===== src/tdc_params.svh =====
`ifndef TDC_PARAMS_SVH
`define TDC_PARAMS_SVH

// sample and angle width.
`define TDC_DATA_W 16

// line memory geometry.
`define TDC_ADDR_W 11
`define TDC_DEPTH 2048

// spike filter tolerance.
`define TDC_SPIKE_TOL 5

// rise values at or above this are invalid.
`define TDC_RISE_MAX 8000

// idle cycles between replayed entries.
`define TDC_GAP_CYCLES 400

// frame end per resolution mode.
`define TDC_FRAME_END_0 1755
`define TDC_FRAME_END_1 1404
`define TDC_FRAME_END_2 1053
`define TDC_FRAME_END_3 702

`endif


===== src/tdc_pkg.sv =====
package tdc_pkg;

	// rise or fall time from the TDC.
	typedef logic [15:0] tdc_time_t;

	// encoder angle code.
	typedef logic [15:0] angle_code_t;

	// line memory address.
	typedef logic [10:0] line_addr_t;

	// resolution mode select.
	typedef logic [1:0] reso_mode_t;

	// replay pacing counter.
	typedef logic [15:0] gap_cnt_t;

	// replay controller states.
	typedef enum logic [2:0] {
		IDLE,
		READ,
		ASSIGN,
		SIG,
		GAP,
		REARM
	} replay_state_t;

endpackage


===== src/angle_seq_monitor.sv =====
`timescale 1ns/100ps

`include "tdc_params.svh"

module angle_seq_monitor (
	input  logic                 i_clk_50m,
	input  logic                 i_rst_n,
	input  logic                 i_strobe,
	input  tdc_pkg::angle_code_t i_angle,
	input  tdc_pkg::angle_code_t i_start_index,
	input  tdc_pkg::angle_code_t i_stop_index,
	output logic                 o_error,
	output tdc_pkg::angle_code_t o_last_code,
	output tdc_pkg::angle_code_t o_current_code
);

	logic                 r_strobe;
	logic                 r_in_win;
	logic                 r_first;
	tdc_pkg::angle_code_t r_angle;
	tdc_pkg::angle_code_t r_prev;
	logic                 w_break;

	always_ff @(posedge i_clk_50m or negedge i_rst_n) begin
		if (!i_rst_n) begin
			r_strobe <= 1'b0;
			r_in_win <= 1'b0;
			r_angle  <= '0;
		end else begin
			r_strobe <= i_strobe;
			r_in_win <= (i_angle >= i_start_index) && (i_angle <= i_stop_index);
			r_angle  <= i_angle;
		end
	end

	// the first checked strobe only seeds the sequence.
	assign w_break = r_strobe && r_in_win && !r_first &&
		(r_angle != r_prev + `TDC_DATA_W'(1));

	always_ff @(posedge i_clk_50m or negedge i_rst_n) begin
		if (!i_rst_n) begin
			r_first        <= 1'b1;
			r_prev         <= '0;
			o_error        <= 1'b0;
			o_last_code    <= '0;
			o_current_code <= '0;
		end else begin
			if (r_strobe)
				r_prev <= r_angle;
			if (r_strobe && r_in_win)
				r_first <= 1'b0;
			if (w_break) begin
				o_error <= 1'b1;
				// keep only the first break.
				if (!o_error) begin
					o_last_code    <= r_prev;
					o_current_code <= r_angle;
				end
			end
		end
	end

endmodule


===== config.mk =====
export PLATFORM = sky130hd
export DESIGN_NAME = angle_seq_monitor
export DESIGN_NICKNAME = d
export VERILOG_FILES = /design/src/tdc_pkg.sv /design/src/angle_seq_monitor.sv
export VERILOG_INCLUDE_DIRS = /design/src
export SDC_FILE = /design/constraint.sdc
export NUM_CORES = 1
export LEC_CHECK = 0
export ABC_AREA = 1
export BUFFER_PORTS_ARGS = -buffer_cell sky130_fd_sc_hd__buf_2
export CORE_MARGIN = 2
export CORE_UTILIZATION = 35
export CTS_CLUSTER_SIZE = 40
export DETAILED_ROUTE_END_ITERATION = 6
export PLACE_DENSITY_LB_ADDON = 0.1
export SYNTH_ARGS = -nofsm -noshare
export SYNTH_HDL_FRONTEND = slang
export SYNTH_SLANG_ARGS = --single-unit

===== constraint.sdc =====
create_clock -name i_clk_50m -period 2.2 [get_ports i_clk_50m]
set_input_delay 0.11 -clock i_clk_50m [delete_from_list [all_inputs] [get_ports i_clk_50m]]
set_output_delay 0.11 -clock i_clk_50m [all_outputs]
set_load 0.01 [all_outputs]

== After elaboration in Yosys (flattened, before gate mapping) ==
Cells that the tools add are included.

* Register bits after elaboration: 68
* Output and inout bits: 33
* Word-level logic and storage cells: 19
* Bits of input ports: 51

* Magnitude comparators: 2
* Add/subtract/negate cells: 1
* Bitwise operators: 1
* Reduce and logical (&&, ||, !) cells: 6
* Equal/unequal tests: 1

{| class="wikitable"
|+ Operators with widths
! kind !! number
|-
| 16-bit by 1-bit adder with 16-bit output (second input constant) || 1
|-
| 16-bit >= comparator || 1
|-
| 16-bit less-or-equal comparator || 1
|-
| 16-bit inequality test || 1
|-
| 1-bit logical AND || 4
|-
| 2-bit AND reduction || 1
|-
| 1-bit zero test || 1
|-
| 1-bit NOT || 1
|}

== Longest topological paths before layout ==
* Word-level depth: 4
* Mapped depth: 15
* Mapped depth without buffers: 14

== Worst setup path before layout ==
No wires, ideal clock.

* Path type: flip-flop to flip-flop
* From: register r_prev[1]
* To: register o_current_code[10]
* Buffers on the path: 1
* Arrival: 1,724 ps
* Library setup time: 117 ps
* Required time: 2,083 ps
* Path slack: 359 ps
* Clock period less this slack: 1,841 ps
* Cell stages (with the launch flop): 14
* Cells stage by stage: dfrtp_1 ha_1 nand2_1 nor2_4 nand2_2 nor2_2 nand3b_1 nand2_1 nand2_1 nor2_1 nand3_2 buf_2 nand4_1 nand2_1

* Word-level cells in the longest chain between the ends: 4

{| class="wikitable"
|+ Ends and longest elaborated chain
! element !! RTL line !! source
|-
| start: declaration || angle_seq_monitor.sv:21 || <nowiki>tdc_pkg::angle_code_t r_prev;</nowiki>
|-
| start signal: assignment || angle_seq_monitor.sv:49 || <nowiki>r_prev <= r_angle;</nowiki>
|-
| 16-bit by 1-bit adder with 16-bit output || angle_seq_monitor.sv:38 || <nowiki>(r_angle != r_prev + `TDC_DATA_W'(1));</nowiki>
|-
| 16-bit inequality test || angle_seq_monitor.sv:38 ||
|-
| 1-bit logical AND || angle_seq_monitor.sv:37 || <nowiki>assign w_break = r_strobe && r_in_win && !r_first &&</nowiki>
|-
| 2-bit AND reduction (no source line) || -- ||
|-
| end signal: assignment || angle_seq_monitor.sv:57 || <nowiki>o_current_code <= r_angle;</nowiki>
|-
| end: declaration || angle_seq_monitor.sv:14 || <nowiki>output tdc_pkg::angle_code_t o_current_code</nowiki>
|}

No other way between the ends.
A chain may end at the register's enable or synchronous reset.

== Final worst setup path ==
* From: register r_prev[1]
* To: register o_current_code[5]

Same word-level chain as after synthesis.

==> results by group <==
Clocking
  – Root Buffer Master: clkbuf_8
  – CTS Buffer Depth: 2
  – CTS Sinks: 68
  – CTS tree: yes
  – Worst-skew pair later-pin latency: between 300 and 400 ps
  – # H-tree levels: 3
  – Clock-pin slew on the worst setup and hold paths: ~80 ps
  – Total CTS buffers: 9

STA
  – FMAX: 481.9 MHz
  – Hold Violations, Final: 0
  – Max Slew Vio Count: 0
  – Post-Route Setup TNS: 0 ps
  – Fin crit share: 94.33%
  – Final setup vio count: 0
  – Worst Tran Pin Value: 449.1 ps
  – Worst slew margin: 70.06%
  – Fin crit period: 2075 ps
  – Layout Skew: 11.14 ps

Global route
  – Initial antenna violation count: 0
  – Largest net degree at the start of global routing: 34
  – GRT Resource Usage Total: 16.37%
  – GRT met3 Usage: 2.964%
  – Met2 usage: 25.44%
  – GRT overflow: 0
  – GRT met1 Usage: 22.44%
  – Global-route wire length before repair: 15280 um
  – Vias in the first global route: between 3000 and 4000
  – GRT Max-Usage Layer: met2

Setup path
  – Crit path cell chain: ha_2 > nand2_2 > nor2_4 > nand2_4 > o21bai_1 > nand2_1 > inv_1 > nand2_1 > nor2_4 > nand3_4 > clkbuf_16 > nand4_1 > nand2_1
  – Crit path largest cell delay: roughly 380 ps
  – Critical Path Start Type: flip-flop
  – Setup crit end kind: flip-flop
  – R2R Setup Slk: 120 ps
  – R2R cell count: 13
  – Kind of critical path: reg -> reg
  – Cell mode on critical path: nand2_1
  – Critical Path RT: 2450 ps
  – Crit Reg-Reg Endpoint: o_current_code[5]$_DFFE_PN0P_
  – CP Max Fanout: 8
  – CP arrival: 2320 ps
  – Worst flop-to-flop path startpoint: r_prev[1]$_DFFE_PN0P_
  – Slowest stage cell, crit path: dfrtp_1

Synthesis
  – Yosys top cell by area: dfrtp_1
  – Most frequent cell after synthesis: nand2_1
  – Post-Syn Area per Cell: around 8.4 um2
  – Post-synthesis cell area: 0.003900 mm2
  – Unique masters post-synth: 31
  – Yosys reg bits: 68
  – Area share of the largest cell type after synthesis: 42.99%
  – Yosys warns: 0
  – Sequential share of the synthesized area: 43.66%
  – Ranking of synthesized cells by instance count: 130 x nand2_1, 67 x dfrtp_1, 57 x inv_1
  – Mapped Cells: 463
  – Post-synth ARST share: 100.0%
  – Top FF cell, synth: dfrtp_1
  – Synth top area cells: dfrtp_1 43%, nand2_1 13%, ha_1 11%
  – Number of synthesized flops with an enable pin: 0
  – Syn_nets: ~550

Finish
  – Ant. Diodes: 0
  – Design area: 0.005145 mm2
  – Share of cells above drive strength 1: 25.56%
  – # nets final: 662
  – Layout area overhead: 31.92%
  – Number of fill cells in the layout: approximately 1100

Hold path
  – Min-Delay Path Class: in -> async

Die
  – Die ar.: 0.01200 mm2
  – Die Wd: 109.6 um
  – I/O pin count: 84
  – Die Span Y: ~110 um
  – # rows: 38
  – Initial core utilization: 35.98%
  – Core Region: 0.01084 mm2

Routing
  – Routed wire per std cell: 14.00 um
  – Via Count: 3486
  – WL final: ~10000 um
  – DR iter-0 viols: around 210
  – ANT nets after route: 0
  – DR DRC count: 0
  – Vias per cell: around 4.8
  – Pre-antenna DRT Iters: 4

Placement
  – DP Wirelength: between 7000 and 8000 um
  – Cell Area, Placed: 0.004471 mm2
  – GP Congestion: 0.8243
  – Port-buffer cells: just over 80

Power
  – Max VDD drop: 394.0 uV
  – Power Density: 794.5 mW/mm2
  – Leak: between 0.002 and 0.003 uW

Job
  – Max-cap violation count: 0

Status
  – Outcome: finished, final reports clean
-- worst max-delay path: cells and delay by family, from the launching register on --
family | cells | cell delay (ps)
fa+ha+maj | 1 | 210
compound gates | 1 | 160
simple gates | 9 | 950
buf+inv | 2 | 260
flops | 1 | 380
-- report_power, final --
part           internal (uW)  switching [uW]
Combinational            478             592
Clock                    783             483
Sequential              1560             196
-- repair_timing --
action                     4_1_cts  5_1_grt
hold endpoints to repair        35        0
hold buffers                    18        0
setup endpoints to repair        0       33
gates resized for setup          0       22
buffers inserted                 0        4
-- routing by layer --
| layer | up-vias | share of wire (%) | wire (um) |
|---|---|---|---|
| li1 | 1777 | - | - |
| met1 | 1593 | 47 | 4734 |
| met2 | 103 | 46 | 4671 |
| met3 | 13 | 5.1 | 518 |
| met4 | 0 | 2.0 | 198 |
| met5 | - | 0 | 0 |
-- area by class of cell --
type                    instances  area [um2]  area share [%]
flip-flops and latches         68        1704           33.12
clock inverters                 6       111.4           2.164
clock buffers                  10       137.6           2.675
inverters                      58       217.7           4.232
well taps                     140       175.2           3.405
multi-input cells             325        2022           39.30
repair buffers                116       777.0           15.10
-- stage by stage --
step | utilization, % | hold slack, ps | worst slack, ps | instances | power (uW)
after floorplan | - | -185.6 | 358.9 | 463 | 2329
after global placement | 41.24 | 71.99 | 126.4 | 677 | 2776
after detailed placement | 41.24 | 79.45 | 62.78 | 677 | 2802
after CTS | 45.20 | 242.2 | 35.08 | 711 | 4103
after global routing | 47.46 | 265.3 | -0.6093 | 723 | 4399
final | 47.46 | 231.8 | 124.8 | 723 | 4088
-- worst max-delay path by stage --
stage                          startpoint                        endpoint  slack (ps)  cells past startpoint
floorplan           r_prev[1]$_DFFE_PN0P_  o_current_code[10]$_DFFE_PN0P_         360                     13
global placement    r_prev[0]$_DFFE_PN0P_   o_current_code[4]$_DFFE_PN0P_         130                     11
finish              r_prev[1]$_DFFE_PN0P_   o_current_code[5]$_DFFE_PN0P_         120                     13
CTS                 r_prev[1]$_DFFE_PN0P_   o_current_code[0]$_DFFE_PN0P_          40                     14
global route        r_prev[0]$_DFFE_PN0P_     o_last_code[15]$_DFFE_PN0P_        -0.6                     13
detailed placement  r_prev[1]$_DFFE_PN0P_   o_current_code[0]$_DFFE_PN0P_          60                     14
-- registers in the layout, indices dropped and copies added (netlist names) --
signal          cells
r_prev             16
o_current_code     16
r_in_win            1
r_strobe            1
r_first             1
r_angle            16
o_last_code        16
o_error             1
-- cell usage in the layout (no fill, tap or decap), types with 2 or more instances in the layout --
master	n
nand2_1	129
buf_2	83
dfrtp_1	66
inv_1	57
nand4_1	37
ha_1	32
nand3_1	22
a21oi_1	18
dlygate4sd3_1	18
o21ai_0	15
clkbuf_8	10
buf_4	10
nor2_1	9
mux2_2	9
nor2_4	8
xor2_1	8
xnor2_1	5
nand3_4	5
nor3_1	4
nand3b_1	4
nor2_2	3
bufinv_16	3
clkbuf_16	3
nand2_2	2
or2_2	2
nand2_4	2
o21bai_1	2
o21ai_1	2
-- cells by family (layout without fill, tap and decap cells) --
logic type | after synthesis | after routing | synth area share [%]
flops | 68 | 68 | 43.66
xor+xnor | 13 | 13 | 2.919
fa+ha+maj | 33 | 33 | 10.59
compound gates | 41 | 41 | 5.679
buf+inv | 74 | 190 | 7.828
simple gates | 225 | 229 | 26.72
mux | 9 | 9 | 2.599
Note: power is estimated with default switching activity, not from simulation.
