$ cat src/tdc_params.svh
`ifndef TDC_PARAMS_SVH
`define TDC_PARAMS_SVH

// sample and angle width.
`define TDC_DATA_W 16

// line memory geometry.
`define TDC_ADDR_W 11
`define TDC_DEPTH 2048

// spike filter tolerance.
`define TDC_SPIKE_TOL 5

// rise values at or above this are invalid.
`define TDC_RISE_MAX 8000

// idle cycles between replayed entries.
`define TDC_GAP_CYCLES 400

// frame end per resolution mode.
`define TDC_FRAME_END_0 1755
`define TDC_FRAME_END_1 1404
`define TDC_FRAME_END_2 1053
`define TDC_FRAME_END_3 702

`endif

$ cat src/tdc_pkg.sv
package tdc_pkg;

	// rise or fall time from the TDC.
	typedef logic [15:0] tdc_time_t;

	// encoder angle code.
	typedef logic [15:0] angle_code_t;

	// line memory address.
	typedef logic [10:0] line_addr_t;

	// resolution mode select.
	typedef logic [1:0] reso_mode_t;

	// replay pacing counter.
	typedef logic [15:0] gap_cnt_t;

	// replay controller states.
	typedef enum logic [2:0] {
		IDLE,
		READ,
		ASSIGN,
		SIG,
		GAP,
		REARM
	} replay_state_t;

endpackage

$ cat src/tdc_replay_ctrl.sv
`timescale 1ns/100ps

`include "tdc_params.svh"

module tdc_replay_ctrl (
	input  logic                 i_clk_50m,
	input  logic                 i_rst_n,
	input  tdc_pkg::angle_code_t i_code_angle,
	input  tdc_pkg::reso_mode_t  i_reso_mode,
	output tdc_pkg::line_addr_t  o_rd_addr,
	input  tdc_pkg::tdc_time_t   i_rd_rise,
	input  tdc_pkg::tdc_time_t   i_rd_fall,
	output tdc_pkg::angle_code_t o_code_angle,
	output logic                 o_cal_sig,
	output tdc_pkg::tdc_time_t   o_rise_data,
	output tdc_pkg::tdc_time_t   o_fall_data
);

	tdc_pkg::replay_state_t r_state;
	tdc_pkg::angle_code_t   w_frame_end;
	tdc_pkg::angle_code_t   r_frame_end;
	tdc_pkg::line_addr_t    r_last_addr;
	tdc_pkg::gap_cnt_t      r_gap_cnt;
	tdc_pkg::tdc_time_t     r_hold_rise;
	tdc_pkg::tdc_time_t     r_hold_fall;
	logic                   w_rd_valid;

	always_comb begin
		case (i_reso_mode)
			2'd0:    w_frame_end = `TDC_FRAME_END_0;
			2'd1:    w_frame_end = `TDC_FRAME_END_1;
			2'd2:    w_frame_end = `TDC_FRAME_END_2;
			default: w_frame_end = `TDC_FRAME_END_3;
		endcase
	end

	assign w_rd_valid = (i_rd_rise != '0) && (i_rd_rise != 16'hFFFF) &&
		(i_rd_rise < `TDC_RISE_MAX);

	always_ff @(posedge i_clk_50m or negedge i_rst_n) begin
		if (!i_rst_n) begin
			r_state      <= tdc_pkg::IDLE;
			r_frame_end  <= '0;
			r_last_addr  <= '0;
			r_gap_cnt    <= '0;
			r_hold_rise  <= '0;
			r_hold_fall  <= '0;
			o_rd_addr    <= '0;
			o_code_angle <= '0;
			o_cal_sig    <= 1'b0;
			o_rise_data  <= '0;
			o_fall_data  <= '0;
		end else begin
			o_cal_sig <= 1'b0;
			case (r_state)
				tdc_pkg::IDLE: begin
					o_rd_addr   <= '0;
					r_hold_rise <= '0;
					r_hold_fall <= '0;
					// latch the frame so a mode change waits for the next one.
					if (i_code_angle >= w_frame_end) begin
						r_frame_end <= w_frame_end;
						r_last_addr <= w_frame_end[`TDC_ADDR_W-1:0] - 1'b1;
						r_state     <= tdc_pkg::READ;
					end
				end
				tdc_pkg::READ:
					r_state <= tdc_pkg::ASSIGN;
				tdc_pkg::ASSIGN: begin
					o_code_angle <= tdc_pkg::angle_code_t'(o_rd_addr);
					o_cal_sig    <= 1'b1;
					if (w_rd_valid) begin
						o_rise_data <= i_rd_rise;
						o_fall_data <= i_rd_fall;
						r_hold_rise <= i_rd_rise;
						r_hold_fall <= i_rd_fall;
					end else begin
						// repeat the last good entry.
						o_rise_data <= r_hold_rise;
						o_fall_data <= r_hold_fall;
					end
					r_state <= tdc_pkg::SIG;
				end
				tdc_pkg::SIG: begin
					r_gap_cnt <= '0;
					if (o_rd_addr == r_last_addr) begin
						r_state <= tdc_pkg::REARM;
					end else begin
						o_rd_addr <= o_rd_addr + 1'b1;
						r_state   <= tdc_pkg::GAP;
					end
				end
				tdc_pkg::GAP: begin
					if (r_gap_cnt == `TDC_GAP_CYCLES - 1) begin
						r_gap_cnt <= '0;
						r_state   <= tdc_pkg::READ;
					end else begin
						r_gap_cnt <= r_gap_cnt + 1'b1;
					end
				end
				tdc_pkg::REARM:
					if (i_code_angle < r_frame_end)
						r_state <= tdc_pkg::IDLE;
				default:
					r_state <= tdc_pkg::IDLE;
			endcase
		end
	end

endmodule

$ cat config.mk
export PLATFORM = sky130hd
export DESIGN_NAME = tdc_replay_ctrl
export DESIGN_NICKNAME = d
export VERILOG_FILES = /design/src/tdc_pkg.sv /design/src/tdc_replay_ctrl.sv
export VERILOG_INCLUDE_DIRS = /design/src
export SDC_FILE = /design/constraint.sdc
export NUM_CORES = 1
export LEC_CHECK = 0
export ABC_CLOCK_PERIOD_IN_PS = 1600
export BUFFER_PORTS_ARGS = -buffer_cell sky130_fd_sc_hd__buf_2
export CORE_MARGIN = 2
export CORE_UTILIZATION = 40
export CTS_BUF_LIST = sky130_fd_sc_hd__clkbuf_2 sky130_fd_sc_hd__clkbuf_4 sky130_fd_sc_hd__clkbuf_8
export DETAILED_ROUTE_END_ITERATION = 8
export GPL_ROUTABILITY_DRIVEN = 1
export MAX_ROUTING_LAYER = met4
export PLACE_DENSITY = 0.74
export SYNTH_ARGS = -nofsm -noshare
export SYNTH_HDL_FRONTEND = slang
export SYNTH_SLANG_ARGS = --single-unit
$ cat constraint.sdc
create_clock -name i_clk_50m -period 1.6 [get_ports i_clk_50m]
set_input_delay 0.24 -clock i_clk_50m [delete_from_list [all_inputs] [get_ports i_clk_50m]]
set_output_delay 0.24 -clock i_clk_50m [all_outputs]
set_load 0.05 [all_outputs]
# ---- Word level (Yosys, flattened, before mapping)
# Cells that the tools add are included.
dict set report totals {
  regBits 133
  inputBits 52
  output_inout_bits 60
  elab_cells 57
}
dict set report op_classes {
  n_addsub 3
  order_cmp 3
  eq_ne 14
  mux 15
  n_reduce_logical 11
}
# op n
set ops {}
lappend ops {{$pmux 16 s2} 3}
lappend ops {{$mux 16} 3}
lappend ops {{$pmux 11 s3} 1}
lappend ops {{$pmux 11 s2} 1}
lappend ops {{$pmux 3 s6} 1}
lappend ops {{$add 16x1->16 const B} 1}
lappend ops {{$eq 16x9->1 const B} 1}
lappend ops {{$ge 16x16->1} 1}
lappend ops {{$lt 16x13->1 const B} 1}
lappend ops {{$lt 16x16->1} 1}
lappend ops {{$ne 16x16->1 const B} 1}
lappend ops {{$reduce_bool 16->1} 1}
lappend ops {{$add 11x1->11 const B} 1}
lappend ops {{$eq 11x11->1} 1}
lappend ops {{$mux 11} 1}
lappend ops {{$sub 11x1->11 const B} 1}
lappend ops {{$mux 3} 3}
lappend ops {{$ne 2x2->1 const B} 4}
lappend ops {{$eq 3x2->1 const B} 2}
lappend ops {{$eq 3x3->1 const B} 2}
lappend ops {{$reduce_bool 2->1} 3}
lappend ops {{$reduce_and 2->1} 2}
lappend ops {{$eq 3x1->1 const B} 1}
lappend ops {{$logic_not 3->1} 1}
lappend ops {{other kinds (6)} 8}

# ---- Depth between registers and ports, before layout
# Gate-level depths: netlist of run 1.
dict set report logic_depth {
  ltp_word 5
  depth_mapped 13
  depth_no_buf 12
}

# ---- Worst setup path after synthesis of run 1
# OpenSTA, ideal clock, no wires.
dict set report synth_timing {
  kind {input to register}
  start {input i_reso_mode[0]}
  end {register r_last_addr[3]}
  setup_ns 0.125
  arrival_time_ns 2.408
  required_ns 1.475
  path_slack_ns -0.932
  cell_stages 12
  path_buffers 1
  cell_sequence {inv_1 -> ha_1 -> inv_1 -> ha_1 -> or2_2 -> ha_1 -> and4_1 -> a31oi_1 -> o21ai_0 -> and2_1 -> buf_6 -> mux2_2}
}
dict set report synth_via {
  elab_chain_cells 4
  word_cells_on_any_way 7
  classes_between {add/sub (1); order compare (1); eq/ne (2); mux (1); reduce/logical (2)}
}
# item line_no
set synth_lines {}
lappend synth_lines {{start, declared} tdc_replay_ctrl.sv:9} ;# input tdc_pkg::reso_mode_t i_reso_mode,
lappend synth_lines {{$eq 2x2->1 (tied with other cells)} tdc_replay_ctrl.sv:29} ;# case (i_reso_mode)
lappend synth_lines {{$pmux 11 s3 *} tdc_replay_ctrl.sv:29}
lappend synth_lines {{named net w_frame_end[2]} tdc_replay_ctrl.sv:20} ;# tdc_pkg::angle_code_t w_frame_end;
lappend synth_lines {{$ge 16x16->1} tdc_replay_ctrl.sv:61} ;# if (i_code_angle >= w_frame_end) begin
lappend synth_lines {{$reduce_and 2->1 (no line)} -}
lappend synth_lines {{end signal, assigned} tdc_replay_ctrl.sv:63} ;# r_last_addr <= w_frame_end[`TDC_ADDR_W-1:0] - 1'b1;
lappend synth_lines {{end, declared} tdc_replay_ctrl.sv:22} ;# tdc_pkg::line_addr_t r_last_addr;
# The timed path passes the listed nets; every way through them passes the cells marked *.
# A chain may end at the register's enable or synchronous reset.

# ---- Worst setup path in the final report of run 1
dict set report layout_timing {
  start {input i_reso_mode[0]}
  end {register r_last_addr[6]}
}
# Same word-level chain as after synthesis.

==> results of run 1 <==
state kept, by name, summed over array words and instances, names as in the netlist:
register      cells
o_cal_sig         1
o_code_angle     11
o_fall_data      16
o_rd_addr        11
o_rise_data      16
r_frame_end       2
r_gap_cnt        16
r_hold_fall      16
r_hold_rise      16
r_last_addr      10
r_state           3
tightest hold or removal path, cell delays in order:
cell and delay (ns):
buf_2 0.10, nand2_1 0.05, a31oi_1 0.07
placed cells by master (no fill, tap or decap), types with 5 or more instances in the layout:
master,n
a31oi_1,29
nand2_2,6
buf_4,121
xnor2_1,10
ha_4,6
o21ai_1,13
buf_2,102
o21ai_0,13
o21ai_2,5
and2_1,6
inv_1,13
nor2_1,43
xnor2_2,6
o211ai_1,30
nor2_4,9
a21oi_1,5
ha_1,19
conb_1,5
dfrtp_1,104
a21o_1,8
nand2_1,177
clkinvlp_4,5
nand3_1,44
mux2i_1,10
nand4_1,9
buf_12,6
clkbuf_8,20
inv_2,5
nor3_2,6
buf_6,12
dfrtp_2,14
per-stage QoR:
step                      util (%)  power, mW  instance area (µm²)  TNS [ns]
after global placement       51.99      10.98                 7961    -11.31
after CTS                    57.81      14.76                 8853    -4.401
after floorplan                  -      9.100                 6514    -7.579
after global routing         59.84      16.05                 9164    -7.996
final                        59.84      15.16                 9164    -5.670
after detailed placement     51.99      11.15                 7961    -15.43
logic make-up after synthesis:
family / share of synthesized area, %
simple gates: 24.31
compound gates: 14.03
flops: 46.65
buf+inv: 5.277
fa+ha+maj: 5.337
xor+xnor: 2.214
mux: 2.115
other cells: 0.05924
metal layers:
metal | part of all wire (%) | track usage, % | vias to the layer above
li1 | - | - | 2942
met1 | 43 | 28.36 | 2979
met2 | 48 | 35.26 | 212
met3 | 5.0 | 4.428 | 54
met4 | 3.2 | 10.82 | 0
met5 | 0 | - | -
cell type report:
class	instances	area [µm²]
flip-flops and latches	118	2970
inverters	21	92.59
clock inverters	11	172.7
multi-input cells	539	3620
well taps	211	264.0
clock buffers	21	282.8
fillers	1300	6151
repair buffers	246	1762
timing repair:
action / in CTS / in global routing
endpoints found under the hold margin: 19 / 0
hold buffers: 1 / 0
endpoints found under the setup margin: 40 / 98
buffers inserted: 13 / 12
gates cloned: 2 / 0
gates resized for setup: 75 / 55
pin swaps: 40 / 27
power groups by stage:
stage | Clock [mW] | Combinational, mW | Sequential (mW)
floorplan | 0 | 3.10 | 6.00
global placement | 0 | 6.41 | 4.57
detailed placement | 0 | 6.52 | 4.63
CTS | 3.13 | 7.05 | 4.59
global route | 3.28 | 8.05 | 4.73
finish | 3.11 | 7.42 | 4.63
final timing paths:
kind | depth (start not counted) | to
worst min-delay path | 3 | o_fall_data[15]
max in group asynchronous | 3 | r_hold_fall[6]
worst min register to register | 2 | o_rise_data[11]
worst max-delay path | 13 | r_last_addr[6]
min in group asynchronous | 2 | r_last_addr[3]
worst max register to register | 6 | r_state[0]
==> qor.yml, run 1 <==
nets: 1022
io_pins: 112
arrival_ns: 2.26
ys.flop_type: "dfrtp_1"
grt_first_pass_wirelength_um: 28880
chipHeight_um: 129.8
startpoint: "i_reso_mode[0]"
grt_usage_pct: 22.61
yosys-top-cells-count: "181 x nand2_1, 118 x dfrtp_1, 52 x nor2_1"
async_reset_ff_share_pct: 100.0
maxSlewViolCount: 0
root_buffer: "clkbuf_8"
setup_violations: 38
area_growth_pct: 44.77
die_area_um2: 16850
worst_path_most_repeated_cell: "ha_4"
fp-row-count: 45
p_clk_share_pct: 20.5
fin_crit_sh_pct: 117.9
fin_skew_ns: 0.01522
synth_area_per_cell_um2: 8.767
gp_congestion: 0.8771
setup_slack_ns: -0.2857
yosysSeqAreaShare_pct: 46.65
dp.cells: 1111
ys_ff_latch: 118
cts_sinks: 118
cts_made_buffers: 17
via_per_inst: 5.302
rrSetupSlack_ns: -0.17
crit_family: "simple AND/OR/NAND/NOR gates"
ir_drop_mv: 0.7066
cp_max_fo: 6
antenna_cells: 0
min_from: "i_rd_fall[15]"
outcome: "finished, violations left"
first_iter_violations: 395
path_cells: "buf_8, clkinvlp_4, ha_4, inv_2, ha_4, or2_4, ha_4, and4_1, a31oi_1, o21ai_1, and2_4, buf_6, mux2i_1"
clock_latency_ns: 0.45
grt-ovfl-total: 0
syn_area_um2: 6330
yosys.area.top_type: "dfrtp_1"
path_buf_inv: 4
drv_cap: 0
seqPwrFrac_pct: 30.5
worstSetupEndpointType: "register"
rsz0062_at_grt: "true"
p_leak_nw: 4.193
synth_top_area_share_pct: 46.65
crit_slowest_cell: "ha_4"
ys_types: 52
core-area_um2: 15310
grt_max_degree: 46
dpl.hpwl_um: 12060
avgRoutedWirePerCell_um: 15.85
violations: "setup timing"
syn-instance-count: 722
via_count: 6187
synth_edf_count: 0
die_x_um: 129.8
cp.required_ns: 1.97
synth_most_common_cell: "nand2_1"
finalNonFillerCells: 1167
start_util_pct: 41.33
drc_errors: 0
clk_pin_slew_ns: 0.08
io_buffers: 106
drive_above_1_share_pct: 41.21
clockBufferDepth: 2
firstDrtPassIters: 5
holdWs_ns: 0.04112
max_freq_mhz: 530.3
hold_viol: 0
antenna_left: 0
p_int_mw: 8.558
first_global_vias: 5940
hp-class: "in2reg"
pre_cts_ws_ns: -0.8459
cts_tree: "done"
yosysWarningCount: 0
antenna_found_initial: 0
cpPeakStageDelay_ns: 0.26
synth.area.top_cells: "dfrtp_1 47%, nand2_1 11%, ha_1 5.3%, nand3_1 3.7%, o211ai_1 3.6%"
r2r-start: "r_gap_cnt[10]"
critical_path_class: "in2reg"
switching_share_pct: 43.56
pwr_density_cell_nw_per_um2: 1655
post-route-min-period_ns: 1.886
htreeDepth: 4
drt-total-wl_um: 18500
crit_path_start_kind: "input port"
p_switching_mw: 6.605
power_frac_comb_pct: 49.0
(Power assumes the default switching activity.)
==> run 2: changes to the inputs <==
==> constraint.sdc (replaced) <==
create_clock -name i_clk_50m -period 1.6 [get_ports i_clk_50m]
set_input_delay 0.08 -clock i_clk_50m [delete_from_list [all_inputs] [get_ports i_clk_50m]]
set_output_delay 0.08 -clock i_clk_50m [all_outputs]
set_load 0.05 [all_outputs]
==> qor.yml, run 2 (synthesized netlist as in run 1, its figures left out) <==
max_freq_mhz: 551.5  # +4.0%
io_pins: 112  # unchanged
multi_input_area_um2: 3517  # -2.8%
ir_drop_mv: 0.7361  # +4.2%
dpl.hpwl_um: 11510  # -4.5%
post-route-min-period_ns: 1.813  # -0.07248 ns
grt-ovfl-total: 0  # unchanged
final_common_cell: "nand2_1"
drv_cap: 0  # unchanged
gp_congestion: 0.8978  # +2.4%
via_count: 6142  # -0.73%
drc_errors: 0  # unchanged
drive_above_1_share_pct: 36.59  # -4.6 points
arrival_ns: 2.13  # -0.13 ns
hold_viol: 0  # unchanged
cp.required_ns: 1.92  # -0.05 ns
p_leak_nw: 4.100  # -2.2%
htreeDepth: 4  # unchanged
whs_path_depth: 3  # unchanged
clockBufferDepth: 2  # unchanged
dp.cells: 1087  # -2.2%
area_growth_pct: 42.80
clk_pin_slew_ns: 0.07  # about the same
antenna_cells: 0  # unchanged
io_buffers: 106  # unchanged
violations: "setup timing"
start_util_pct: 41.33  # unchanged
crit_path_start_kind: "input port"
chipHeight_um: 129.8  # unchanged
placed_cell_area_um2: 7794  # -2.1%
fp-row-count: 45  # unchanged
grt_first_pass_wirelength_um: 27860  # -3.5%
hp-class: "in2reg"
r2r-start: "r_last_addr[5]"
avgRoutedWirePerCell_um: 15.59  # -1.6%
r2r-end: "o_rd_addr[8]"
cts_sinks: 118  # unchanged
cts_tree: "done"
firstDrtPassIters: 5  # unchanged
fin_area_um2: 9039  # -1.4%
seq_area_um2: 2968  # about the same
grt_max_degree: 60  # +30%
antenna_left: 0  # unchanged
nets: 1018  # -0.39%
most-common-layout-cells: "180 x nand2_1, 106 x dfrtp_1, 103 x buf_2, 85 x buf_4, 45 x nor2_1"
pre_cts_ws_ns: -0.6951  # +0.1507 ns
root_buffer: "clkbuf_8"
setup_violations: 37  # -2.6%
hold_end: "o_rise_data[11]"
drt-total-wl_um: 18120  # -2.1%
fin_crit_sh_pct: 113.3  # -4.5 points
grt_usage_pct: 21.32  # -1.3 points
first_iter_violations: 485  # +23%
min_from: "i_rd_rise[11]"
maxSlewViolCount: 0  # unchanged
worstSetupEndpointType: "register"
r2r_cells: 8  # +2
setup_slack_ns: -0.2132  # +0.07248 ns
core-area_um2: 15310  # unchanged
power_mw: 14.41  # -5.0%
die_x_um: 129.8  # unchanged
clock_latency_ns: 0.43  # -0.02 ns
rrSetupSlack_ns: -0.16  # about the same
via_per_inst: 5.286  # -0.30%
rsz0062_at_grt: "true"
critical_path_class: "in2reg"
antenna_found_initial: 0  # unchanged
outcome: "finished, violations left"
fin_skew_ns: 0.01113  # -0.004088 ns
cp_max_fo: 7  # +1
nFillCells: 1268  # -2.5%
die_area_um2: 16850  # unchanged
first_global_vias: 5790  # -2.5%
cts_made_buffers: 17  # unchanged
pwr_density_cell_nw_per_um2: 1594  # -3.7%
finalNonFillerCells: 1162  # -0.43%
==> run 2: per-stage QoR <==
| stage | hold WS (ns) | util, % | TNS (ns) |
|---|---|---|---|
| 5_1_grt | 0.03988 | 59.02 | -9.072 |
| 3_5_place_dp | 0.02663 | 50.89 | -10.57 |
| 3_3_place_gp | 0.02054 | 50.89 | -8.966 |
| 4_1_cts | 0.009836 | 56.90 | -3.194 |
| 6_report | 0.02667 | 59.02 | -4.418 |
| 2_1_floorplan | -0.2156 | - | -5.545 |
==> run 2: worst max path at each step <==
stage	start	end	slack [ns]	cells after the start
after floorplan	i_reso_mode[0]	r_last_addr[3]	-0.49	12
after global placement	i_reso_mode[0]	r_last_addr[1]	-0.60	12
after detailed placement	i_reso_mode[0]	r_last_addr[1]	-0.70	12
after CTS	r_gap_cnt[10]	r_gap_cnt[14]	-0.13	8
after global routing	i_reso_mode[0]	r_frame_end[0]	-0.30	13
final	i_reso_mode[0]	r_last_addr[1]	-0.21	12
==> run 2: final cells by class <==
class / instances / area share [%]
Multi-Input combinational cell: 539 / 38.91
Sequential cell: 118 / 32.84
Timing Repair Buffer: 242 / 20.29
Clock buffer: 22 / 3.212
Tap cell: 211 / 2.921
Inverter: 21 / 0.9690
Clock inverter: 9 / 0.8583
==> run 2: timing repair <==
| item | in CTS | in global routing |
|---|---|---|
| hold buffers | 29 | 0 |
| pin swaps | 22 | 33 |
| gates resized for setup | 51 | 53 |
| hold endpoints to repair | 174 | 0 |
| cloned | 1 | 2 |
| setup buffers | 8 | 7 |
| setup endpoints to repair | 38 | 101 |
==> run 2: metal layers <==
layer / global-route usage, % / wire length [µm] / up-vias
met5: - / 0 / -
met4: 6.894 / 301 / 0
met3: 4.018 / 769 / 26
met2: 33.63 / 9050 / 185
met1: 27.89 / 7995 / 3001
li1: - / - / 2930
==> run 2: report_power, final <==
| part | total, mW | switching, mW | internal (mW) |
|---|---|---|---|
| logic | 7.22 | 4.52 | 2.70 |
| registers | 4.64 | 0.697 | 3.94 |
| clock network | 2.55 | 1.19 | 1.36 |
| total | 14.4 | 6.41 | 8.00 |
==> run 2: worst max-delay path, cell delays in order <==
cell and delay, ns:
buf_8 0.10, clkinvlp_4 0.07, ha_4 0.13, inv_2 0.04
ha_4 0.14, or2_4 0.24, ha_4 0.27, and4_1 0.18
a31oi_1 0.09, o21ai_1 0.22, and2_4 0.26, mux2_4 0.31
