[src/tdc_params.svh]
`ifndef TDC_PARAMS_SVH
`define TDC_PARAMS_SVH

// sample and angle width.
`define TDC_DATA_W 16

// line memory geometry.
`define TDC_ADDR_W 11
`define TDC_DEPTH 2048

// spike filter tolerance.
`define TDC_SPIKE_TOL 5

// rise values at or above this are invalid.
`define TDC_RISE_MAX 8000

// idle cycles between replayed entries.
`define TDC_GAP_CYCLES 400

// frame end per resolution mode.
`define TDC_FRAME_END_0 1755
`define TDC_FRAME_END_1 1404
`define TDC_FRAME_END_2 1053
`define TDC_FRAME_END_3 702

`endif

[src/tdc_pkg.sv]
package tdc_pkg;

	// rise or fall time from the TDC.
	typedef logic [15:0] tdc_time_t;

	// encoder angle code.
	typedef logic [15:0] angle_code_t;

	// line memory address.
	typedef logic [10:0] line_addr_t;

	// resolution mode select.
	typedef logic [1:0] reso_mode_t;

	// replay pacing counter.
	typedef logic [15:0] gap_cnt_t;

	// replay controller states.
	typedef enum logic [2:0] {
		IDLE,
		READ,
		ASSIGN,
		SIG,
		GAP,
		REARM
	} replay_state_t;

endpackage

[src/tdc_sample_if.sv]
`timescale 1ns/100ps

interface tdc_sample_if;

	logic                 wren;
	tdc_pkg::line_addr_t  addr;
	tdc_pkg::tdc_time_t   rise;
	tdc_pkg::tdc_time_t   fall;

	modport source (
		output wren,
		output addr,
		output rise,
		output fall
	);

	modport sink (
		input wren,
		input addr,
		input rise,
		input fall
	);

endinterface

[src/tdc_capture.sv]
`timescale 1ns/100ps

`include "tdc_params.svh"

module tdc_capture (
	input  logic                 i_clk_50m,
	input  logic                 i_rst_n,
	input  logic                 i_tdc_new_sig,
	input  tdc_pkg::angle_code_t i_code_angle,
	input  tdc_pkg::tdc_time_t   i_rise_data,
	input  tdc_pkg::tdc_time_t   i_fall_data,
	tdc_sample_if.source         wr
);

	tdc_pkg::tdc_time_t r_rise_s0;
	tdc_pkg::tdc_time_t r_rise_s1;
	tdc_pkg::tdc_time_t r_rise_s2;
	tdc_pkg::tdc_time_t r_fall_s0;
	tdc_pkg::tdc_time_t r_fall_s1;
	tdc_pkg::tdc_time_t r_diff_02;
	tdc_pkg::tdc_time_t r_diff_10;
	logic               r_sig_d1;
	logic               r_sig_d2;

	// history shift, newest first.
	always_ff @(posedge i_clk_50m or negedge i_rst_n) begin
		if (!i_rst_n) begin
			r_rise_s0 <= '0;
			r_rise_s1 <= '0;
			r_rise_s2 <= '0;
			r_fall_s0 <= '0;
			r_fall_s1 <= '0;
			wr.addr   <= '0;
		end else if (i_tdc_new_sig) begin
			r_rise_s0 <= i_rise_data;
			r_rise_s1 <= r_rise_s0;
			r_rise_s2 <= r_rise_s1;
			r_fall_s0 <= i_fall_data;
			r_fall_s1 <= r_fall_s0;
			// s1 belongs to the previous angle.
			wr.addr   <= i_code_angle[`TDC_ADDR_W-1:0] - 1'b1;
		end
	end

	always_ff @(posedge i_clk_50m or negedge i_rst_n) begin
		if (!i_rst_n) begin
			r_sig_d1 <= 1'b0;
			r_sig_d2 <= 1'b0;
			wr.wren  <= 1'b0;
		end else begin
			r_sig_d1 <= i_tdc_new_sig;
			r_sig_d2 <= r_sig_d1;
			wr.wren  <= r_sig_d2;
		end
	end

	// neighbour differences.
	always_ff @(posedge i_clk_50m or negedge i_rst_n) begin
		if (!i_rst_n) begin
			r_diff_02 <= '0;
			r_diff_10 <= '0;
		end else if (r_sig_d1) begin
			r_diff_02 <= (r_rise_s0 >= r_rise_s2) ?
				r_rise_s0 - r_rise_s2 : r_rise_s2 - r_rise_s0;
			r_diff_10 <= (r_rise_s1 >= r_rise_s0) ?
				r_rise_s1 - r_rise_s0 : r_rise_s0 - r_rise_s1;
		end
	end

	// smooth neighbourhood keeps the older sample.
	always_ff @(posedge i_clk_50m or negedge i_rst_n) begin
		if (!i_rst_n) begin
			wr.rise <= '0;
			wr.fall <= '0;
		end else if (r_sig_d2) begin
			if (r_diff_02 <= `TDC_SPIKE_TOL && r_diff_10 <= `TDC_SPIKE_TOL)
				wr.rise <= r_rise_s2;
			else
				wr.rise <= r_rise_s1;
			wr.fall <= r_fall_s1;
		end
	end

endmodule

[src/flat_wrapper.sv]
// flat-port wrapper written by rule: the top's interface ports become plain ports
module tdc_capture_flat 
  (i_clk_50m, i_rst_n, i_tdc_new_sig, i_code_angle, i_rise_data, i_fall_data, wr_wren, wr_addr, wr_rise, wr_fall);
  tdc_sample_if wr_i ();
  input  logic i_clk_50m;
  input  logic i_rst_n;
  input  logic i_tdc_new_sig;
  input  tdc_pkg::angle_code_t i_code_angle;
  input  tdc_pkg::tdc_time_t i_rise_data;
  input  tdc_pkg::tdc_time_t i_fall_data;
  output wire logic [$bits(wr_i.wren)-1:0] wr_wren;
  output wire logic [$bits(wr_i.addr)-1:0] wr_addr;
  output wire logic [$bits(wr_i.rise)-1:0] wr_rise;
  output wire logic [$bits(wr_i.fall)-1:0] wr_fall;
  assign wr_wren = wr_i.wren;
  assign wr_addr = wr_i.addr;
  assign wr_rise = wr_i.rise;
  assign wr_fall = wr_i.fall;
  tdc_capture u_core (.i_clk_50m(i_clk_50m), .i_rst_n(i_rst_n), .i_tdc_new_sig(i_tdc_new_sig), .i_code_angle(i_code_angle), .i_rise_data(i_rise_data), .i_fall_data(i_fall_data), .wr(wr_i));
endmodule
[config.mk]
export PLATFORM = sky130hd
export DESIGN_NAME = tdc_capture_flat
export DESIGN_NICKNAME = d
export VERILOG_FILES = /design/src/tdc_pkg.sv /design/src/tdc_sample_if.sv /design/src/tdc_capture.sv /design/src/flat_wrapper.sv
export VERILOG_INCLUDE_DIRS = /design/src
export SDC_FILE = /design/constraint.sdc
export NUM_CORES = 1
export LEC_CHECK = 0
export ABC_CLOCK_PERIOD_IN_PS = 7200
export BUFFER_PORTS_ARGS = -buffer_cell sky130_fd_sc_hd__buf_2
export CAP_MARGIN = 0
export CORE_MARGIN = 3
export CORE_UTILIZATION = 40
export CTS_BUF_LIST = sky130_fd_sc_hd__clkbuf_8
export DETAILED_ROUTE_END_ITERATION = 10
export HOLD_SLACK_MARGIN = 0.1
export PLACE_DENSITY = 0.69
export SLEW_MARGIN = 20
export SYNTH_ARGS = -nofsm -noshare
export SYNTH_HDL_FRONTEND = slang
export SYNTH_SLANG_ARGS = --single-unit
[constraint.sdc]
create_clock -name i_clk_50m -period 7.2 [get_ports i_clk_50m]
set_input_delay 1.44 -clock i_clk_50m [delete_from_list [all_inputs] [get_ports i_clk_50m]]
set_output_delay 1.44 -clock i_clk_50m [all_outputs]
set_load 0.005 [all_outputs]
---- Yosys cells after proc, flatten, opt, wreduce, memory -nomap -nowiden ----
Cells that the tools add are included.
word-level totals
  bits in registers ....................... 158
  bits in latches ......................... 0
  bits in writable memories ............... 0
  ROM bits ................................ 0
  bits of input ports ..................... 51
  output and inout port bits .............. 44
  logic and storage cells ................. 26
  memories ................................ 0
operators by class
  $add $sub $neg .......................... 5
  $mul .................................... 0
  divide/modulo/power cells ............... 0
  magnitude comparators ................... 4
  eq/ne operators ......................... 0
  shifts and indexed selects .............. 0
  mux-type cells .......................... 3
  bitwise gates (word level) .............. 0
  reduce and logical (&&, ||, !) cells .... 1
operators with widths
  kind                   count
  $sub 16x16->16         4
  $mux 16                3
  $ge 16x16->1           2
  $le 16x3->1 const B    2
  $sub 11x1->11 const B  1
  $logic_and 1x1->1      1

---- Depth between registers and ports, before layout ----
Gate-level depths: netlist of the first run.
  depth after elaboration ................. 3
  depth in mapped cells ................... 12
  depth with buffers taken out ............ 11

---- Worst setup path before layout of the first run ----
No wires, ideal clock.
  kind .................................... register -> register
  start point ............................. register u_core.r_rise_s1[3]
  end point ............................... register u_core.r_diff_10[5]
  setup time .............................. 0.136 ns
  data arrival time ....................... 2.488 ns
  required time ........................... 7.064 ns
  path slack .............................. 4.577 ns
  stages on the path, launching flop included .. 13
  buffers on the path ..................... 2
  period minus slack after synthesis ...... 2.623 ns
  path through ............................ dfrtp_1 -> inv_1 -> ha_1 -> buf_6 -> and4_4 -> a311oi_2 -> nand3_1 -> a21o_1 -> buf_6 -> a21oi_4 -> mux2_2 -> o21ai_0 -> o311ai_1
on the way
  cells in the longest elaborated chain, start to end .. 2
  elaborated cells on any way between the ends .. 4
  classes of those cells .................. 2 x add/sub; 1 x order compare; 1 x mux
ends and longest elaborated chain
  element                                         RTL line                              source
  start: declaration                              tdc_capture.sv:16                     tdc_pkg::tdc_time_t r_rise_s1;
  start signal: assignment                        tdc_capture.sv:36                     r_rise_s1 <= r_rise_s0;
  $sub 16x16->16 or $ge 16x16->1 (tied branches)  tdc_capture.sv:66, tdc_capture.sv:65
  $mux 16 *                                       tdc_capture.sv:65                     r_diff_10 <= (r_rise_s1 >= r_rise_s0) ?
  end signal: assignment                          tdc_capture.sv:65
  end: declaration                                tdc_capture.sv:21                     tdc_pkg::tdc_time_t r_diff_10;
Mark *: on every way between the ends. The rest lies on a longest branch, timed or not.
A chain may end at the register's enable or synchronous reset.

---- Worst setup path in the final report of the first run ----
  start point ............................. register u_core.r_rise_s1[12]
  end point ............................... register u_core.r_diff_10[15]
The elaborated chain is that of the path after synthesis.

==> results.yml, run 1 <==
run_status:
  status: "complete, no violations"
drt:
  ant_nets: 0
  wl_mm: 22.6
  drtIter0Drc: 543
  wl_per_cell_um: 17.3
  vias: 7249
  drtPass1Iterations: 5
  drc: 0
  avgViaCountPerCell: 5.54
place:
  gp_congestion: 0.950
  dp_hpwl_mm: 16.5
  dpl_cell_area_sq_um: 9810
  port_buffers: 89
final_layout:
  fill_cells: 2105
  drive_gt1_frac: 0.199
  post-route-cell-area_sq_um: 10200
  regArea_sq_um: 3910
  nets: 1134
  antenna_cells: 0
  multi_input_comb_area_sq_um: 4810
  area_delta_synth_final_pct: 11.0
hold_path:
  hold_class: "flip-flop to flip-flop"
  whs_path_depth: 2
timing:
  finalSetupViolations: 0
  period_needed_ns: 3.46
  max_freq_mhz: 289
  skew_ns: 0.0192
  tightest_slew_ns: 0.905
  setup_tns_ns: 0
  grt_setup_unrepaired: "no"
  hold_viol: 0
  drv_slew: 0
  maxSlewHeadroom: 0.397
  min_period_over_period: 0.481
floorplanning:
  die_area_sq_um: 24900
  coreArea_sq_um: 22200
  start_util: 0.414
  io_pins: 95
  die_w_um: 158
  die_h_um: 158
  rows: 54
worst_setup_path:
  crit_path_top_delay_cell: "nand3_1"
  critPathLaunch: "u_core.r_rise_s1[12]$_DFFE_PN0P_"
  r2r-end: "u_core.r_diff_10[15]$_DFFE_PN0P_"
  cpPeakStageDelay_ns: 0.51
  arrival_ns: 3.84
  cpMostUsedCell: "and3_1"
  crit_path_end_kind: "flip-flop"
  critPathRequiredTime_ns: 7.58
  worstSetupStartpointType: "flip-flop"
  r2r_start: "u_core.r_rise_s1[12]$_DFFE_PN0P_"
  worst-path-buf-inv: 1
  path_depth: 9
  reg2reg_slack_ns: 3.74
  worstPathMaxFanout: 11
  cp_top_family: "simple AND/OR/NAND/NOR gates"
  endpoint: "u_core.r_diff_10[15]$_DFFE_PN0P_"
  crit_path_cell_trace: "inv_1, ha_1, and3_1, and2_1, nand3_1, and3_1, o41ai_1, a31oi_1, o31ai_2"
  reg2reg_depth: 9
  criticalPathCategory: "flip-flop to flip-flop"
yosys:
  synth_enable_flop_cells: 0
  seq_area_frac_synth: 0.424
  synth-seq-cells: 156
  async_flop_share: 1.00
  synthDistinctLibCells: 72
  syn_inst: 956
  ys_dominant_reg_cell: "dfrtp_1"
  avgSynthCellArea_sq_um: 9.63
  netlist_area_sq_um: 9210
  syn_nets: 1074
  yosysWarningCount: 0
global_routing:
  grt_max_degree: 88
  grt_pass1_vias: 7125
  overflow: 0
  grt_pass1_wl_mm: 36.9
  grt_use_total: 0.187
  antenna_found_initial: 0
cts:
  cts_num_sinks: 156
  ctsRootBufferMaster: "clkbuf_8"
  holdBufCountCts: 0
  cts_tree: "yes"
  cts_setup_buffers: 0
  clock_path_buffers: 2
  numCtsBuffers: 17
  htree_levels: 4
  cts_resized: 0
  worstSkewPairLatency_ns: 0.47
  clk_pin_slew_worst_paths_ns: 0.10
power:
  ir_drop_uv: 166
  powerDensity_nw_per_um2: 270
  leakagePower_nw: 4.55
run:
  cap_violations: 0
how the worst min path moves through the flow:
stage                     slack, ns                               end                        startpoint
final                          0.50  u_core.r_diff_02[15]$_DFFE_PN0P_  u_core.r_diff_02[15]$_DFFE_PN0P_
after global routing           0.52   u_core.r_fall_s1[2]$_DFFE_PN0P_   u_core.r_fall_s0[2]$_DFFE_PN0P_
after CTS                      0.50  u_core.r_diff_02[15]$_DFFE_PN0P_  u_core.r_diff_02[15]$_DFFE_PN0P_
after detailed placement       0.48  u_core.r_diff_02[15]$_DFFE_PN0P_  u_core.r_diff_02[15]$_DFFE_PN0P_
after global placement         0.48  u_core.r_diff_02[15]$_DFFE_PN0P_  u_core.r_diff_02[15]$_DFFE_PN0P_
after floorplan                0.35         u_core.r_sig_d2$_DFF_PN0_         u_core.r_sig_d1$_DFF_PN0_
cells in the mapped netlist (3+ instances only):
master     instances  area (sq um)
dfrtp_1          156          3900
a21oi_1           93           465
nand2_1           76           285
o21ai_0           74           370
nor2_1            71           267
inv_1             65           244
ha_1              63           788
mux2_2            59           664
clkbuf_1          36           135
mux2i_1           27           270
xnor2_1           19           166
a211oi_1          15           113
nor3_1            13          65.1
a21o_1            12          90.1
nand2b_1          12          75.1
xor2_1            12           105
nor4_1            11          68.8
a31oi_1            9          56.3
buf_2              9          45.0
o21a_1             9          67.6
nand4_1            7          43.8
or3_1              7          43.8
and3_1             6          37.5
nand3_1            6          30.0
nor2b_1            6          37.5
o211ai_1           6          45.0
a21boi_0           4          30.0
buf_6              4          45.0
fa_1               4          80.1
nand3b_1           4          30.0
buf_1              3          11.3
o2111ai_1          3          26.3
o221ai_1           3          26.3
o31ai_1            3          22.5
or2_2              3          18.8
layout make-up:
type                    instances  share of cell area
multi-input cells             681               0.471
clock buffers                  17              0.0229
inverters                      65              0.0239
flip-flops and latches        156               0.382
repair buffers                 95              0.0489
well taps                     280              0.0343
clock inverters                15              0.0169
power by group:
group | switching (mW) | internal [mW] | total [mW] | leakage [nW]
Clock | 0.404 | 0.264 | 0.668 | 0.201
Combinational | 0.534 | 0.407 | 0.941 | 2.50
Sequential | 0.113 | 1.04 | 1.15 | 1.84
through the flow:
| stage | hold slack, ns | cells | power, mW | setup WS (ns) | utilization |
|---|---|---|---|---|---|
| floorplan | 0.352 | 956 | 1.83 | 4.58 | - |
| global placement | 0.479 | 1277 | 2.08 | 3.83 | 0.441 |
| finish | 0.497 | 1309 | 2.76 | 3.74 | 0.460 |
| detailed placement | 0.478 | 1277 | 2.10 | 3.82 | 0.441 |
| global route | 0.521 | 1309 | 2.94 | 3.60 | 0.460 |
| CTS | 0.498 | 1309 | 2.77 | 3.80 | 0.460 |
sequential cells by signal, summed over array words and instances (netlist names), 11 cells and up:
register / count
u_core.r_fall_s0: 16
u_core.r_fall_s1: 16
u_core.r_rise_s0: 16
u_core.r_rise_s1: 16
u_core.r_rise_s2: 16
u_core.wr.fall: 16
u_core.wr.rise: 16
u_core.r_diff_02: 15
u_core.r_diff_10: 15
u_core.wr.addr: 11
metal layers:
metal  GRT usage  part of all wire  up-vias
li1            -                 -     3488
met1       0.259              0.46     3470
met2       0.289              0.44      263
met3      0.0525             0.084       28
met4      0.0463             0.014        0
met5           0                 0        -
cells in the final DEF, fill, tap and decap left out, types with 9 or more instances in the layout:
cell      synthesis  routed
nor3_1           13      13
clkbuf_8          0      17
o21a_1            9       9
xnor2_1          19      19
nor4_1           11      11
mux2_2           59      59
a31oi_1           9       9
a211oi_1         15      15
nand2_1          76      76
mux2i_1          27      27
inv_1            65      65
o21ai_0          74      74
xor2_1           12      12
ha_1             63      63
dfrtp_1         156     155
nor2_1           71      70
a21o_1           12      12
a21oi_1          93      93
nand2b_1         12      12
buf_2             9      87
kinds of logic (layout without fill, tap and decap cells):
logic type      Yosys count  in the layout  share of synthesized area
compound gates          268            268                      0.182
buf+inv                 119            192                     0.0538
flops                   156            156                      0.424
fa+ha+maj                67             67                     0.0943
mux                      86             86                      0.102
simple gates            229            229                      0.115
xor+xnor                 31             31                     0.0295
worst reg2reg max path, delay by kind of cell (launching register included):
kind                       cells  cell delay (ns)
AOI/OAI and AO/OA              3             0.88
and+or+nand+nor                4             1.57
DFF                            1             0.42
adders and majority gates      1             0.45
buffers and inverters          1             0.08
No activity file was read; power rests on OpenSTA's default activity.
==> run 2, diff against run 1 <==
--- a/config.mk
+++ b/config.mk
@@ -6,7 +6,7 @@
 export SDC_FILE = /design/constraint.sdc
 export NUM_CORES = 1
 export LEC_CHECK = 0
-export ABC_CLOCK_PERIOD_IN_PS = 7200
+export ABC_CLOCK_PERIOD_IN_PS = 3400
 export BUFFER_PORTS_ARGS = -buffer_cell sky130_fd_sc_hd__buf_2
 export CAP_MARGIN = 0
 export CORE_MARGIN = 3
==> constraint.sdc (replaced) <==
create_clock -name i_clk_50m -period 3.4 [get_ports i_clk_50m]
set_input_delay 0.68 -clock i_clk_50m [delete_from_list [all_inputs] [get_ports i_clk_50m]]
set_output_delay 0.68 -clock i_clk_50m [all_outputs]
set_load 0.005 [all_outputs]
==> results.yml, run 2 (same netlist as run 1, synthesis figures left out) <==
run_status:
  status: "complete, no violations"
worst_setup_path:
  worst-path-buf-inv: 2
  crit_path_top_delay_cell: "dfrtp_1"
  cpMostUsedCell: "a21o_1"
  cpPeakStageDelay_ns: 0.44
  r2r-end: "u_core.r_diff_10[15]$_DFFE_PN0P_"
  cp_top_family: "compound AO/OA/AOI/OAI gates"
  criticalPathCategory: "flip-flop to flip-flop"
  crit_path_end_kind: "flip-flop"
  worstPathMaxFanout: 9
  critPathRequiredTime_ns: 3.78
  worstSetupStartpointType: "flip-flop"
  reg2reg_depth: 11
  crit_path_cell_trace: "inv_1, ha_1, a21o_1, a311oi_2, nand3_1, a21o_1, a21oi_4, buf_4, o2111ai_1, and4_1, o31ai_2"
  arrival_ns: 3.42
  reg2reg_slack_ns: 0.35
  r2r_start: "u_core.r_rise_s1[7]$_DFFE_PN0P_"
power:
  clkPwrFrac: 0.245
  ir_drop_uv: 304
  total_power_mw: 5.94
  combPwrFrac: 0.344
  switching_share: 0.373
  power_frac_seq: 0.411
  leakagePower_nw: 4.63
  p_switching_mw: 2.22
  powerDensity_nw_per_um2: 574
  p_int_mw: 3.72
drt:
  drc: 0
  avgViaCountPerCell: 5.43
  wl_mm: 22.8
  drtIter0Drc: 560
  ant_nets: 0
  drtPass1Iterations: 5
  vias: 7189
  wl_per_cell_um: 17.3
run:
  cap_violations: 0
timing:
  grt_setup_unrepaired: "no"
  setup_tns_ns: 0
  skew_ns: 0.0190
  drv_slew: 0
  min_period_over_period: 0.896
  hold_viol: 0
  max_freq_mhz: 328
  finalSetupViolations: 0
  tightest_slew_ns: 0.932
  maxSlewHeadroom: 0.379
  period_needed_ns: 3.05
cts:
  holdBufCountCts: 0
  ctsRootBufferMaster: "clkbuf_8"
  cts_setup_buffers: 0
  cts_num_sinks: 156
  htree_levels: 4
  cts_resized: 0
  cts_tree: "yes"
  clk_pin_slew_worst_paths_ns: 0.11
  numCtsBuffers: 17
  worstSkewPairLatency_ns: 0.47
  clock_path_buffers: 2
place:
  dp_hpwl_mm: 16.9
  gp_congestion: 0.926
  port_buffers: 89
final_layout:
  final_cell_mix: "dfrtp_1 (155), a21oi_1 (93), buf_2 (87)"
  area_delta_synth_final_pct: 12.4
  antenna_cells: 0
  drive_gt1_frac: 0.211
  final_common_cell: "dfrtp_1"
  fill_cells: 2099
  nets: 1149
global_routing:
  antenna_found_initial: 0
  grt_pass1_vias: 7181
  grt_max_degree: 74
  grt_use_total: 0.190
  grt_pass1_wl_mm: 37.5
  overflow: 0
floorplanning:
  coreArea_sq_um: 22200
  die_area_sq_um: 24900
  die_w_um: 158
  rows: 54
  die_h_um: 158
  start_util: 0.414
  io_pins: 95
hold_path:
  hold_class: "primary input to asynchronous set/reset pin"
==> run 2: changes by cell type in the layout (fill, tap and decap cells not counted), sizes merged <==
cell    delta
buf       +15
clkinv     -6
inv        +5
bufinv     +1
==> run 2: power by group through the flow <==
stage	combinational, mW	sequential [mW]	clock [mW]
finish	2.04	2.44	1.46
global route	2.27	2.49	1.58
CTS	2.04	2.44	1.49
detailed placement	2.02	2.48	0
global placement	2.01	2.47	0
floorplan	1.47	2.41	0
==> run 2: worst max-delay path by stage <==
stage | startpoint | end | slack (ns) | cells after the start
after global placement | u_core.r_rise_s1[7]$_DFFE_PN0P_ | u_core.r_diff_10[15]$_DFFE_PN0P_ | 0.43 | 11
after detailed placement | u_core.r_rise_s1[7]$_DFFE_PN0P_ | u_core.r_diff_10[15]$_DFFE_PN0P_ | 0.42 | 11
after global routing | u_core.r_rise_s0[0]$_DFFE_PN0P_ | u_core.r_diff_02[14]$_DFFE_PN0P_ | 0.15 | 11
after CTS | u_core.r_rise_s1[7]$_DFFE_PN0P_ | u_core.r_diff_10[15]$_DFFE_PN0P_ | 0.38 | 11
after floorplan | u_core.r_rise_s1[3]$_DFFE_PN0P_ | u_core.r_diff_10[5]$_DFFE_PN0P_ | 0.78 | 12
final | u_core.r_rise_s1[7]$_DFFE_PN0P_ | u_core.r_diff_10[15]$_DFFE_PN0P_ | 0.35 | 11
==> run 2: area by class of cell <==
type	instances	area (sq um)	area share
Clock buffer	17	234	0.0226
Clock inverter	15	165	0.0160
Inverter	65	244	0.0236
Multi-Input combinational cell	681	4810	0.465
Sequential cell	156	3910	0.377
Tap cell	280	350	0.0339
Timing Repair Buffer	110	637	0.0616
==> run 2: per-stage QoR <==
step	util	setup WS (ns)	area, sq um	hold WS (ns)	instances
floorplan	-	0.777	9210	0.352	956
global placement	0.447	0.434	9950	0.477	1292
detailed placement	0.447	0.420	9950	0.476	1292
CTS	0.465	0.380	10300	0.197	1324
global route	0.465	0.146	10300	0.213	1324
finish	0.465	0.354	10300	0.192	1324
==> run 2: metal layers <==
layer	GRT usage	vias to the layer above	part of all wire
li1	-	3518	-
met1	0.265	3430	0.48
met2	0.289	219	0.43
met3	0.0634	22	0.081
met4	0.0421	0	0.011
met5	0	-	0
==> run 3, diff against run 2 <==
--- a/config.mk
+++ b/config.mk
@@ -10,12 +10,11 @@
 export BUFFER_PORTS_ARGS = -buffer_cell sky130_fd_sc_hd__buf_2
 export CAP_MARGIN = 0
 export CORE_MARGIN = 3
-export CORE_UTILIZATION = 40
+export CORE_UTILIZATION = 55
 export CTS_BUF_LIST = sky130_fd_sc_hd__clkbuf_8
 export DETAILED_ROUTE_END_ITERATION = 10
 export HOLD_SLACK_MARGIN = 0.1
-export PLACE_DENSITY = 0.69
-export SLEW_MARGIN = 20
+export PLACE_DENSITY = 0.86
 export SYNTH_ARGS = -nofsm -noshare
 export SYNTH_HDL_FRONTEND = slang
 export SYNTH_SLANG_ARGS = --single-unit
==> results.yml, run 3 (same netlist as run 1, synthesis figures left out) <==
run_status:
  status: "complete, no violations"
worst_setup_path:
  worstPathMaxFanout: 11
  reg2reg_depth: 11
  r2r_start: "u_core.r_rise_s1[0]$_DFFE_PN0P_"
  r2r-end: "u_core.r_diff_10[15]$_DFFE_PN0P_"
  crit_path_end_kind: "flip-flop"
  worstSetupStartpointType: "flip-flop"
  critPathRequiredTime_ns: 3.78
  criticalPathCategory: "flip-flop to flip-flop"
  arrival_ns: 3.46
  reg2reg_slack_ns: 0.31
floorplanning:
  coreArea_sq_um: 16100
  die_w_um: 135
  io_pins: 95
  die_h_um: 135
  rows: 46
  start_util: 0.571
  die_area_sq_um: 18300
global_routing:
  grt_max_degree: 74
  overflow: 0
  grt_pass1_vias: 7187
  grt_use_total: 0.252
  grt_pass1_wl_mm: 36.3
  antenna_found_initial: 0
drt:
  vias: 7436
  wl_met2_mm: 10.6
  wl_per_cell_um: 17.8
  drc: 0
  wl_mm: 22.4
  routed.top_layer: "met4"
  ant_nets: 0
  avgViaCountPerCell: 5.91
  drtIter0Drc: 702
  wl_met1_mm: 9.72
  wl_met3_mm: 1.59
  drtPass1Iterations: 6
final_layout:
  final_cell_mix: "dfrtp_1 (156), a21oi_1 (92), buf_2 (87)"
  fill_cells: 1324
  nets: 1149
  antenna_cells: 0
  fin_util: 0.636
  drive_gt1_frac: 0.210
  area_delta_synth_final_pct: 11.4
  final_common_cell: "dfrtp_1"
timing:
  skew_ns: 0.0151
  period_needed_ns: 3.09
  finalSetupViolations: 0
  hold_viol: 0
  setup_tns_ns: 0
  maxSlewHeadroom: 0.603
  min_period_over_period: 0.908
  grt_setup_unrepaired: "no"
  tightest_slew_ns: 0.580
  drv_slew: 0
  max_freq_mhz: 324
place:
  port_buffers: 89
  gp_congestion: 0.970
  dp_hpwl_mm: 16.8
cts:
  clk_pin_slew_worst_paths_ns: 0.09
  cts_tree: "yes"
  clock_path_buffers: 2
  htree_levels: 4
  numCtsBuffers: 17
  ctsRootBufferMaster: "clkbuf_8"
  worstSkewPairLatency_ns: 0.47
  holdBufCountCts: 0
  cts_num_sinks: 156
hold_path:
  hold_class: "primary input to asynchronous set/reset pin"
run:
  cap_violations: 0
power:
  ir_drop_uv: 532
  leakagePower_nw: 4.63
  powerDensity_nw_per_um2: 574
run 3: changes by cell type in the layout (fill, tap and decap cells not counted), sizes merged:
cell    change
clkinv      -1
run 3: worst max-delay path: stages (launching register included):
cell	delay, ns
dfrtp_1	0.42
inv_1	0.08
ha_1	0.23
fa_1	0.41
nor2b_1	0.18
o2111ai_1	0.12
nand3_1	0.13
nand3_2	0.26
and3_1	0.28
o41ai_1	0.48
a31oi_1	0.17
o31ai_2	0.23
run 3: worst max path at each step:
| stage | slack (ns) | to | startpoint | cells after the start |
|---|---|---|---|---|
| after floorplan | 0.78 | u_core.r_diff_10[5]$_DFFE_PN0P_ | u_core.r_rise_s1[3]$_DFFE_PN0P_ | 12 |
| after global placement | 0.29 | u_core.r_diff_10[15]$_DFFE_PN0P_ | u_core.r_rise_s1[0]$_DFFE_PN0P_ | 11 |
| after detailed placement | 0.20 | u_core.r_diff_10[15]$_DFFE_PN0P_ | u_core.r_rise_s1[0]$_DFFE_PN0P_ | 11 |
| after CTS | 0.19 | u_core.r_diff_10[15]$_DFFE_PN0P_ | u_core.r_rise_s1[0]$_DFFE_PN0P_ | 11 |
| after global routing | 0.06 | u_core.r_diff_10[15]$_DFFE_PN0P_ | u_core.r_rise_s1[0]$_DFFE_PN0P_ | 11 |
| final | 0.31 | u_core.r_diff_10[15]$_DFFE_PN0P_ | u_core.r_rise_s1[0]$_DFFE_PN0P_ | 11 |
run 3: power by group:
| part | internal (mW) | switching (mW) |
|---|---|---|
| logic | 0.899 | 1.16 |
| clock network | 0.605 | 0.771 |
| registers | 2.20 | 0.244 |
| total | 3.71 | 2.17 |
run 3: final cells by class:
cell class,count,area (sq um),area share
tap,216,270,0.0264
clock inverter,14,148,0.0144
clock buffer,17,234,0.0228
sequential,156,3900,0.381
multi-input combinational,681,4820,0.470
timing repair buffer,110,637,0.0621
inverter,65,244,0.0238
run 3: metrics by stage:
stage          hold slack (ns)  cell area, sq um  worst slack (ns)  cells  power [mW]
2_1_floorplan            0.352              9210             0.777    956        3.88
3_3_place_gp             0.470              9870             0.287   1228        4.43
3_5_place_dp             0.471              9870             0.203   1228        4.50
4_1_cts                  0.158             10200             0.186   1259        5.88
5_1_grt                  0.178             10300            0.0648   1259        6.24
6_report                 0.160             10300             0.313   1259        5.88
run 3: timing repair:
item | 4_1_cts | 5_1_grt
setup buffers | 0 | 0
hold endpoints to repair | 0 | 0
resized for setup | 0 | 2
setup endpoints to repair | 0 | 2
run 3: routing by layer:
layer / up-vias / global-route usage
li1: 3503 / -
met1: 3644 / 0.335
met2: 252 / 0.403
met3: 37 / 0.0698
met4: 0 / 0.0784
met5: - / 0
